File: src/nnLayerPkg.sv
package nnLayerPkg;

	localparam int numInputs = 30;
	localparam int numNeurons = 4;

	typedef logic [4:0] idxT;
	typedef logic signed [7:0] actT;
	typedef logic signed [15:0] accT; // Sums wrap in 16 bits.

	// Results as seen on the bus, neuron 0 in the low word.
	typedef logic [numNeurons-1:0][15:0] resultArrT;

	// One row per neuron, one entry per input. Row 0 is the reference neuron.
	localparam actT weightTable [numNeurons][numInputs] = '{
		'{
			-13, -33, -13, 39, 39, 4, -50, 116, 3, 64,
			18, -23, 27, 69, 24, 43, -47, 72, 20, 63,
			62, 39, 15, -76, 54, 19, 55, -32, 62, -28
		},
		'{
			21, -7, 44, -61, 9, 30, -18, 55, -2, 12,
			71, -40, 5, 33, -25, 48, -11, 6, 90, -66,
			14, -3, 27, 39, -52, 8, 60, -19, 23, -45
		},
		'{
			-80, 15, 3, -27, 101, -6, 37, 2, -14, 58,
			-33, 19, 26, -71, 44, -8, 12, 67, -29, 5,
			-42, 88, -17, 31, 9, -55, 13, 40, -4, 22
		},
		'{
			64, 64, -32, 17, -100, 45, 11, -23, 76, -9,
			28, 53, -61, 7, 19, -38, 95, -12, 4, 41,
			-77, 26, 10, -15, 83, 36, -48, 1, 57, -6
		}
	};

	// Added after the last product, sign-extended to the accumulator width.
	localparam actT biasTable [numNeurons] = '{14, -9, 35, -20};

endpackage

File: src/wbBusPkg.sv
package wbBusPkg;

	import nnLayerPkg::*;

	// Word addresses.
	localparam logic [4:0] regCtrl = 5'd0;
	localparam logic [4:0] regActBase = 5'd1;
	localparam logic [4:0] regResultBase = 5'd16;
	localparam int numActWords = 8; // Word 8 carries only inputs 28 and 29.

	typedef struct packed {
		logic cyc;
		logic stb;
		logic we;
		logic [4:0] adr;
		logic [3:0] sel;
		logic [31:0] dat;
	} wbReqT;

	typedef struct packed {
		logic ack;
		logic [31:0] dat;
	} wbRspT;

	// Start is only meaningful on a write, busy and done only on a read.
	typedef struct packed {
		logic [28:0] reserved;
		logic done;
		logic busy;
		logic start;
	} ctrlStatusT;

	typedef union packed {
		logic [31:0] raw;
		actT [3:0] act; // Lane 0 is the low byte.
		ctrlStatusT ctrl;
	} wbDataU;

endpackage
File: src/activationBuffer.sv
module activationBuffer
	import nnLayerPkg::*;
	import wbBusPkg::*;
(
	input logic clk,
	input logic reset,
	input logic writeEn,
	input logic [2:0] wordIndex,
	input logic [3:0] byteSel,
	input wbDataU writeData,
	input idxT readIndex,
	output actT activation
);

	actT acts [numInputs];

	always_ff @(posedge clk)
	begin
		if (reset)
		begin
			acts <= '{default: '0};
		end
		else if (writeEn)
		begin
			for (int lane = 0; lane < 4; lane++)
			begin
				// The last word has two lanes past the end of the buffer.
				if (byteSel[lane] && (int'(wordIndex) * 4 + lane < numInputs))
					acts[int'(wordIndex) * 4 + lane] <= writeData.act[lane];
			end
		end
	end

	// The counter passes the end of the range once accumulation is over.
	assign activation = (readIndex < idxT'(numInputs)) ? acts[readIndex] : '0;

endmodule

File: src/denseLayerWb.sv
module denseLayerWb
	import nnLayerPkg::*;
	import wbBusPkg::*;
(
	input logic clk,
	input logic reset,
	input wbReqT wbReq,
	output wbRspT wbRsp
);

	logic ack;
	logic writeStrobe;
	logic isActWord;
	logic isResultWord;
	logic [1:0] resultIndex;
	wbDataU wrWord;
	wbDataU rdWord;

	logic startReq;
	logic actWriteEn;
	logic clearAcc;
	logic accEnable;
	logic finish;
	logic countClear;
	logic countEnable;
	logic busy;
	logic done;
	logic lastInput;
	idxT index;
	actT activation;
	resultArrT results;

	// Every access is acknowledged one cycle after it is seen.
	always_ff @(posedge clk)
	begin
		if (reset)
			ack <= 1'b0;
		else
			ack <= wbReq.cyc && wbReq.stb && !ack;
	end

	assign wrWord = wbReq.dat;
	assign writeStrobe = wbReq.cyc && wbReq.stb && wbReq.we && ack;
	assign isActWord = (wbReq.adr >= regActBase) && (wbReq.adr < regActBase + numActWords);
	assign isResultWord = (wbReq.adr >= regResultBase) &&
		(wbReq.adr < regResultBase + numNeurons);
	assign resultIndex = 2'(wbReq.adr - regResultBase);

	assign startReq = writeStrobe && (wbReq.adr == regCtrl) && wrWord.ctrl.start;
	assign actWriteEn = writeStrobe && isActWord && !busy; // Buffer is frozen while busy.

	always_comb
	begin
		rdWord.raw = '0; // Unmapped words read as zero.
		if (wbReq.adr == regCtrl)
		begin
			rdWord.ctrl.busy = busy;
			rdWord.ctrl.done = done;
		end
		else if (isResultWord)
			rdWord.raw = 32'(results[resultIndex]);
	end

	assign wbRsp.ack = ack;
	assign wbRsp.dat = ack ? rdWord.raw : '0;

	layerControl i_layerControl (
		.clk(clk),
		.reset(reset),
		.startReq(startReq),
		.lastInput(lastInput),
		.clearAcc(clearAcc),
		.accEnable(accEnable),
		.finish(finish),
		.countClear(countClear),
		.countEnable(countEnable),
		.busy(busy),
		.done(done)
	);

	inputCounter i_inputCounter (
		.clk(clk),
		.reset(reset),
		.countClear(countClear),
		.countEnable(countEnable),
		.index(index),
		.lastInput(lastInput)
	);

	activationBuffer i_activationBuffer (
		.clk(clk),
		.reset(reset),
		.writeEn(actWriteEn),
		.wordIndex(3'(wbReq.adr - regActBase)),
		.byteSel(wbReq.sel),
		.writeData(wrWord),
		.readIndex(index),
		.activation(activation)
	);

	neuronMacArray i_neuronMacArray (
		.clk(clk),
		.reset(reset),
		.clearAcc(clearAcc),
		.accEnable(accEnable),
		.finish(finish),
		.index(index),
		.activation(activation),
		.results(results)
	);

endmodule

File: src/inputCounter.sv
module inputCounter
	import nnLayerPkg::*;
(
	input logic clk,
	input logic reset,
	input logic countClear,
	input logic countEnable,
	output idxT index,
	output logic lastInput
);

	always_ff @(posedge clk)
	begin
		if (reset)
			index <= '0;
		else if (countClear)
			index <= '0;
		else if (countEnable)
			index <= index + idxT'(1);
	end

	// High while the final input is being accumulated.
	assign lastInput = (index == idxT'(numInputs - 1));

endmodule

File: src/layerControl.sv
module layerControl (
	input logic clk,
	input logic reset,
	input logic startReq,
	input logic lastInput,
	output logic clearAcc,
	output logic accEnable,
	output logic finish,
	output logic countClear,
	output logic countEnable,
	output logic busy,
	output logic done
);

	typedef enum logic [1:0] {
		stateIdle,
		stateClear,
		stateAccumulate,
		stateFinish
	} stateT;

	stateT state;
	stateT stateNext;

	always_comb
	begin
		stateNext = state;
		case (state)
			stateIdle:
			begin
				if (startReq)
					stateNext = stateClear; // Starts anywhere else are ignored.
			end
			stateClear:
				stateNext = stateAccumulate;
			stateAccumulate:
			begin
				if (lastInput)
					stateNext = stateFinish;
			end
			stateFinish:
				stateNext = stateIdle;
			default:
				stateNext = stateIdle;
		endcase
	end

	always_ff @(posedge clk)
	begin
		if (reset)
		begin
			state <= stateIdle;
			done <= 1'b0;
		end
		else
		begin
			state <= stateNext;
			// Done holds from the finish cycle until the next accepted start.
			if (state == stateFinish)
				done <= 1'b1;
			else if (state == stateIdle && startReq)
				done <= 1'b0;
		end
	end

	assign clearAcc = (state == stateClear);
	assign countClear = (state == stateClear);
	assign accEnable = (state == stateAccumulate);
	assign countEnable = (state == stateAccumulate);
	assign finish = (state == stateFinish);
	assign busy = (state != stateIdle); // Falls in the same cycle that done rises.

endmodule

File: src/neuronMacArray.sv
module neuronMacArray
	import nnLayerPkg::*;
(
	input logic clk,
	input logic reset,
	input logic clearAcc,
	input logic accEnable,
	input logic finish,
	input idxT index,
	input actT activation,
	output resultArrT results
);

	accT acc [numNeurons];
	accT products [numNeurons];
	accT biased [numNeurons];

	always_comb
	begin
		for (int n = 0; n < numNeurons; n++)
		begin
			// Signed 8 by 8 product, widened before the multiply.
			products[n] = accT'(activation) * accT'(weightTable[n][index]);
			biased[n] = acc[n] + accT'(biasTable[n]);
		end
	end

	always_ff @(posedge clk)
	begin
		if (reset)
		begin
			acc <= '{default: '0};
			results <= '0;
		end
		else
		begin
			for (int n = 0; n < numNeurons; n++)
			begin
				if (clearAcc)
					acc[n] <= '0;
				else if (accEnable)
					acc[n] <= acc[n] + products[n]; // Wraps in 16 bits.

				// Rectifier on the sign of the full 16-bit sum.
				if (finish)
					results[n] <= biased[n][15] ? 16'd0 : 16'(biased[n]);
			end
		end
	end

endmodule

File: config.mk
export PLATFORM = sky130hd
export DESIGN_NAME = denseLayerWb
export DESIGN_NICKNAME = d
export VERILOG_FILES = /design/src/nnLayerPkg.sv /design/src/wbBusPkg.sv /design/src/activationBuffer.sv /design/src/denseLayerWb.sv /design/src/inputCounter.sv /design/src/layerControl.sv /design/src/neuronMacArray.sv
export SDC_FILE = /design/constraint.sdc
export NUM_CORES = 2
export LEC_CHECK = 0
export BUFFER_PORTS_ARGS = -buffer_cell sky130_fd_sc_hd__buf_2
export CORE_ASPECT_RATIO = 0.7
export CORE_UTILIZATION = 39
export DETAILED_ROUTE_END_ITERATION = 16
export PLACE_DENSITY = 0.5
export RECOVER_POWER = 100
export SETUP_SLACK_MARGIN = 0.5
export SLEW_MARGIN = 20
export SYNTH_ARGS = -nofsm -noshare
export SYNTH_HDL_FRONTEND = slang
export SYNTH_HIERARCHICAL = 1
export SYNTH_SLANG_ARGS = --single-unit
export TNS_END_PERCENT = 100
File: constraint.sdc
create_clock -name clk -period 12.7 [get_ports clk]
set_clock_uncertainty 0.1 [all_clocks]
set_input_delay 1.905 -clock clk [delete_from_list [all_inputs] [get_ports clk]]
set_output_delay 1.905 -clock clk [all_outputs]
set_load 0.03 [all_outputs]
After elaboration in Yosys (flattened, before gate mapping)
Memories as Yosys holds them, arrays and structs flattened.
Index checks and enable logic that the tools add are counted.

operators by class
  $add $sub $neg = 14
  $mul = 4
  $lt $le $gt $ge = 19
  equality and inequality tests = 6
  muxes and demuxes = 50
  bitwise gates (word level) = 5
  reduce and logical (&&, ||, !) cells = 27

operators with widths
  operator                                                             count
  2-to-1 mux 240 bit                                                   10
  bitwise mux 240 bit                                                  4
  demux 8 bit (select 5 bit)                                           4
  greater-or-equal comparator 32 x 6 -> 1 bit (second input constant)  4
  < comparator 32 x 1 -> 1 bit (second input constant)                 4
  2-to-1 mux 8 bit                                                     15
  < comparator 32 x 6 -> 1 bit (second input constant)                 3
  inverter 32 bit                                                      3
  adder 16 bit                                                         4
  multiplier 8 x 8 -> 16 bit                                           4
  2-to-1 mux 15 bit                                                    4
  binary-select mux 8 bit (select 5 bit)                               1
  adder 16 x 5 -> 16 bit (second input constant)                       2
  binary-select mux 16 bit (select 2 bit)                              1
  2-to-1 mux 16 bit                                                    2
  2-to-1 mux 32 bit                                                    1
  inverter 5 -> 32 bit                                                 1
  2-to-1 mux 29 bit                                                    1
  logical AND 1 bit                                                    19
  adder 16 x 6 -> 16 bit (second input constant)                       1
  adder 16 x 7 -> 16 bit (second input constant)                       1
  < comparator 5 bit (second input constant)                           3
  adder 5 x 2 -> 6 bit (second input constant)                         2
  one-hot mux 2 bit (4 select lines)                                   1
  22 further kinds                                                     30

storage, ports and cells
  register bits after elaboration = 377
  ROM bits = 1024
  bits of input ports = 46
  output and inout bits = 33
  word-level logic and storage cells = 171
  memories kept = 4

memory list
  name             words  bits a word  read ports  clocked after memory_dff  write ports  RTL line              RTL
  (no name shown)  32     8            1           0                         0            neuronMacArray.sv:23  products[n] = accT'(activation) * accT'(weightTable[n][index]);
  (no name shown)  32     8            1           0                         0            neuronMacArray.sv:23
  (no name shown)  32     8            1           0                         0            neuronMacArray.sv:23
  (no name shown)  32     8            1           0                         0            neuronMacArray.sv:23

Longest topological paths before layout
  depth after elaboration = 20
  gate-level depth with buffers = 28

Cells and area by module
Netlist, hierarchy kept.

by module, submodules not included
  module            times used  cells each  area each (um^2)  seq. area each (um^2)
  neuronMacArray    1           2041        18147.4           2482.4
  activationBuffer  1           1134        10857.9           4804.6
  denseLayerWb      1           83          805.8             20.0
  inputCounter      1           26          284.0             100.1
  layerControl      1           25          221.5             60.1

Worst setup path before layout
No wires, ideal clock.

  path type = register to register
  start point = register i_inputCounter.index[0]
  end point = register i_neuronMacArray/acc[44] (netlist bit)
  setup time = 120 ps
  arrival = 6536 ps
  required time = 12480 ps
  slack = 5944 ps
  stages on the path, launching flop included = 20
  buffers on the path = 2
  period minus slack after synthesis = 6756 ps
  cells stage by stage = dfxtp_1 clkbuf_1 inv_1 ha_1 clkbuf_1 o21ai_0 a21oi_1 o22ai_1 and2_1 fa_1 fa_1 fa_1 fa_1 fa_1 ha_1 a21oi_1 o21bai_1 a31o_2 and3_1 a211o_1

on the way
  word-level cells in the longest chain between the ends = 7

RTL lines
  element                                               RTL line                                      RTL
  start: declaration                                    inputCounter.sv:8                             output idxT index,
  start signal: assignment                              inputCounter.sv:19                            index <= index + idxT'(1);
  inverter 5 -> 6 bit (implied by the code)             activationBuffer.sv:35, neuronMacArray.sv:23
  binary-select mux 8 bit (select 5 bit)                activationBuffer.sv:35                        assign activation = (readIndex < idxT'(numInputs)) ? acts[readIndex] : '0;
  2-to-1 mux 8 bit (implied by the code) (2 in series)  activationBuffer.sv:35
  2-to-1 mux 8 bit                                      activationBuffer.sv:35
  multiplier 8 x 8 -> 16 bit (*)                        neuronMacArray.sv:23
  adder 16 bit (*)                                      neuronMacArray.sv:42                          acc[n] <= acc[n] + products[n];
  end signal: indexed assignment                        neuronMacArray.sv:42
  end: declaration                                      neuronMacArray.sv:14                          accT acc [numNeurons];

Every way passes the cells marked *; elsewhere a longest branch is shown, timed or not. The select of a mux whose other input is x is not followed.
A chain may end at the register's enable or synchronous reset.

Worst setup path after layout
  start point = register i_inputCounter.index[0]
  end point = register i_neuronMacArray/acc[47] (netlist bit)

on the way
  word-level cells in the longest chain between the ends = 7

RTL lines
  element                                               RTL line                RTL
  inverter 5 -> 6 bit (implied by the code)             activationBuffer.sv:35
  binary-select mux 8 bit (select 5 bit)                activationBuffer.sv:35
  2-to-1 mux 8 bit (implied by the code) (2 in series)  activationBuffer.sv:35
  2-to-1 mux 8 bit (*)                                  activationBuffer.sv:35
  named net activation[7]                               denseLayerWb.sv:30      actT activation;
  multiplier 8 x 8 -> 16 bit (*)                        neuronMacArray.sv:23
  adder 16 bit (*)                                      neuronMacArray.sv:42

Mark *: on every way through the listed nets, which the timed path passes. The rest lies on a longest branch. The select of a mux whose other input is x is not followed.

==> summary.md <==
Setup repair after global routing left no endpoint under its margin. Headroom to the max-slew limit came out at -287%. The mean instance size in the synthesized netlist was 9.16 um^2; the minimum clock period was 9980 ps. Via count of the first global-routing pass: 23200. The startpoint type of the worst setup path was a flip-flop.

Post-CTS timing repair inserted 0 buffers for setup. The design internal power was 0.00198 W. The die outline area was 0.0789 mm^2; the max-cap check violation count was 18. Combinational logic is responsible for 3.5% of the overall power. In this run the power density over the cells is 79.8 mW/mm^2.

The deepest level of the CTS H-tree was 2. In this run the core area contains 85 standard-cell rows. For the number of DRC markers after the initial detailed-route iteration, the log shows 1859. Buffers placed on the I/O ports in this run total 61.

The final-report hold violation count came out at 0. The initial utilization of the core area, before any placement, comes to 39.4%. The run gives 7647 as the fill cell total of the finished layout. After clock tree synthesis, the clock-pin slew on the worst setup and hold paths is 60 ps.

After detailed routing, the number of remaining DRC violations is 0. The run gives 73300 um as the sum of net half-perimeters after detailed placement. The per-cell via count in the routed design was 5.43; the switching share of power was 24.1%.

Final RePlAce weighted congestion: 0.910. Sequential cells were found to cover 24.6% of the synthesized design area. Entering global routing, the biggest net connects 128 pins.

Data on the critical path arrives at its endpoint at 10330 ps. Ratio of cells with drive above 1 in the final layout: 6.92%. For the number of vias after detailed routing, the log shows 23600. The tightest min-delay check is of the reg2reg type.

The number of buffers between clock root and the deepest sink came out at 3. Number of hold-repair buffers added at the cts stage: 0. The slew at the pin closest to its max-slew limit works out to 5810 ps.

The launch instance of the worst min-delay path was i_neuronMacArray/results[14]. Endpoint kind of the worst setup timing path: a flip-flop. The mapped netlist covers 0.0303 mm^2. In this run, the clock network consumes 51.7% of the power. In this run, distinct cell masters in the synthesized netlist total 89. The post-route clock period utilization was 78.5%; the number of antenna violations at the first check in global routing was 5. The critical path in this run is classified as reg2reg. Compared with the post-synthesis result, the final layout area differs by 7.99%. Of all nets on the critical path, the largest fanout is 42.

For the remaining antenna violation count after routing, the log shows 0. For this run, the share of the core covered by cells in the final layout is 42.6%. The tools report the first-pass iteration count of the detailed router as 5. The largest total area in the synthesized netlist belongs to sky130_fd_sc_hd__dfxtp_1.

The number of top-level pins was 79; the maximum clock frequency was 100 MHz. At the later pin of the worst-skew pair, clock insertion delay measures 590 ps. The tools report the sum of routed wire length over all layers as 96900 um. The tools report the launching instance or port of the critical path as i_inputCounter/index[0].

The tools report the first-pass GRT wire length as 149000 um. The number of nets in the finished design was 3770; the net switching power was 0.000629 W. The checks that failed: capacitance limit, slew limit. The CTS sink count is 373. Data on the critical path is required at its endpoint by 13060 ps.

The residual overflow from global routing was 0. The post-synthesis register bit count works out to 373. The vertical die dimension is 235 um, and the wire length per cell is 22.3 um.

The tree is rooted in a sky130_fd_sc_hd__clkbuf_16. By instance count, the leading cell after synthesis is sky130_fd_sc_hd__dfxtp_1. The run finished, with violations left. The floorplan step defined a core boundary enclosing 0.0769 mm^2. During synthesis, Yosys emitted a total of 6 warnings. The final max-slew violation count is 497, and the CTS buffer count is 43. Horizontal extent of the die: 335 um. The startpoint identified for the worst register-to-register timing path is i_inputCounter/index[0]. The proportion of power drawn by flip-flops and latches was 44.8%. By count the netlist is led by 373 x sky130_fd_sc_hd__dfxtp_1, 367 x sky130_fd_sc_hd__nor2_1, 305 x sky130_fd_sc_hd__inv_1. The tools report the post-route setup TNS as 0 ps.

Setup violations remaining at the end of the flow were counted as 0. Ranked by total cell area, the synthesized netlist is headed by sky130_fd_sc_hd__dfxtp_1 25%, sky130_fd_sc_hd__fa_1 19%, sky130_fd_sc_hd__mux2i_1 9.6%. In the synthesized netlist the dominant register cell turns out to be sky130_fd_sc_hd__dfxtp_1. After synthesis, the share of flip-flops with an asynchronous set or reset is 0%. For this design the static power due to leakage is 13.7 nW. TritonCTS built the clock tree. Post-CTS repair changed the size of 0 cells.

The synthesized design contains 0 enable-type register cells. In the global route stage, overall resource usage came out at 24.9%. The largest vdd supply drop was 0.0958 mV.

Counting every instance in the synthesized netlist gives 3309. Share of the synthesized area in the top cell type: 24.6%.
-- placed cells by master, fill, tap and decap left out, drive strengths merged, types with 9 or more instances in the layout --
master	n
ha	173
conb	20
mux4	36
or3	9
o21a	10
a211o	9
xnor2	98
nand2	257
and2	108
nand3	63
nor2b	61
nor3	38
a211oi	26
o21ai	147
a32oi	9
dfxtp	373
a22oi	14
a21oi	144
a21o	29
inv	307
clkinv	9
fa	287
nand4	20
mux2	15
mux2i	290
nand2b	27
o21bai	9
xor2	24
clkbuf	83
nor2	387
or2	11
o211ai	17
buf	70
a31oi	20
-- layer usage --
metal | part of all wire, % | up-vias | track usage [%]
met5 | 0.013 | - | 0
met4 | 1.4 | 2 | 4.10
met3 | 9.5 | 87 | 6.61
li1 | - | 10900 | -
met1 | 52 | 11800 | 40.7
met2 | 37 | 798 | 32.1
-- path summary, 6_finish.rpt --
path | end | slack [ps] | cells past startpoint
worst min-delay path | i_neuronMacArray/results[14] | 350 | 2
worst min register to register | i_neuronMacArray/results[14] | 350 | 2
worst max register to register | i_neuronMacArray/acc[47] | 2720 | 19
worst max-delay path | i_neuronMacArray/acc[47] | 2720 | 19
-- layout make-up --
type | count | area [um^2] | area share, %
multi-input combinational | 2446 | 20800 | 63.4
inverter | 306 | 1150 | 3.51
clock buffer | 59 | 1260 | 3.84
clock inverter | 19 | 259 | 0.791
timing repair buffer | 94 | 520 | 1.59
antenna | 1 | 2.50 | 0.00764
tap | 1044 | 1310 | 3.99
sequential | 373 | 7480 | 22.9
-- flip-flops by register name, summed over array words and instances, names as in the netlist --
signal                    count
i_inputCounter/index          5
ack                           1
i_neuronMacArray/acc         64
i_neuronMacArray/results     60
i_activationBuffer/acts     240
i_layerControl/state          2
i_layerControl/done           1
-- critical path: stages, from the launching register on --
cell and delay, ps:
sky130_fd_sc_hd__dfxtp_4 680, sky130_fd_sc_hd__clkbuf_1 2220, sky130_fd_sc_hd__nor2_1 670, sky130_fd_sc_hd__a22oi_1 650
sky130_fd_sc_hd__nand3_1 160, sky130_fd_sc_hd__o211ai_1 130, sky130_fd_sc_hd__buf_4 400, sky130_fd_sc_hd__and2_0 760
sky130_fd_sc_hd__fa_1 570, sky130_fd_sc_hd__fa_1 530, sky130_fd_sc_hd__fa_1 440, sky130_fd_sc_hd__fa_1 580
sky130_fd_sc_hd__fa_1 430, sky130_fd_sc_hd__ha_1 330, sky130_fd_sc_hd__o21ai_0 110, sky130_fd_sc_hd__o21bai_1 150
sky130_fd_sc_hd__o32a_1 370, sky130_fd_sc_hd__a31oi_1 230, sky130_fd_sc_hd__xnor2_1 140, sky130_fd_sc_hd__a21oi_1 80
-- power groups by stage --
stage	logic, W	clock network, W	registers (W)
after floorplan	0.0000560	0	0.00120
after global placement	0.0000913	0	0.00120
after detailed placement	0.0000917	0	0.00120
after CTS	0.0000919	0.00138	0.00117
after global routing	0.0000966	0.00143	0.00117
final	0.0000920	0.00135	0.00117
-- per-stage QoR --
step	hold WS, ps	instances	power, W	setup WS, ps	area, um^2
final	353	4342	0.00261	2720	32700
after global routing	367	4341	0.00269	2100	32700
after floorplan	320	3327	0.00125	5940	30400
after CTS	351	4340	0.00264	4790	32800
after global placement	333	4262	0.00129	4880	31300
after detailed placement	337	4262	0.00129	4800	31300
-- cells by family after synthesis --
kind of cell,Yosys count,share of synthesized area (%)
muxes,341,12.9
xor gates and xnor gates,122,3.52
AOI/OAI and AO/OA,486,10.0
buffers and inverters,508,7.01
other,2,0.0248
adders and majority gates,460,26.1
DFF,373,24.6
and+or+nand+nor,1017,15.8
No activity file was read; power rests on OpenSTA's default activity.
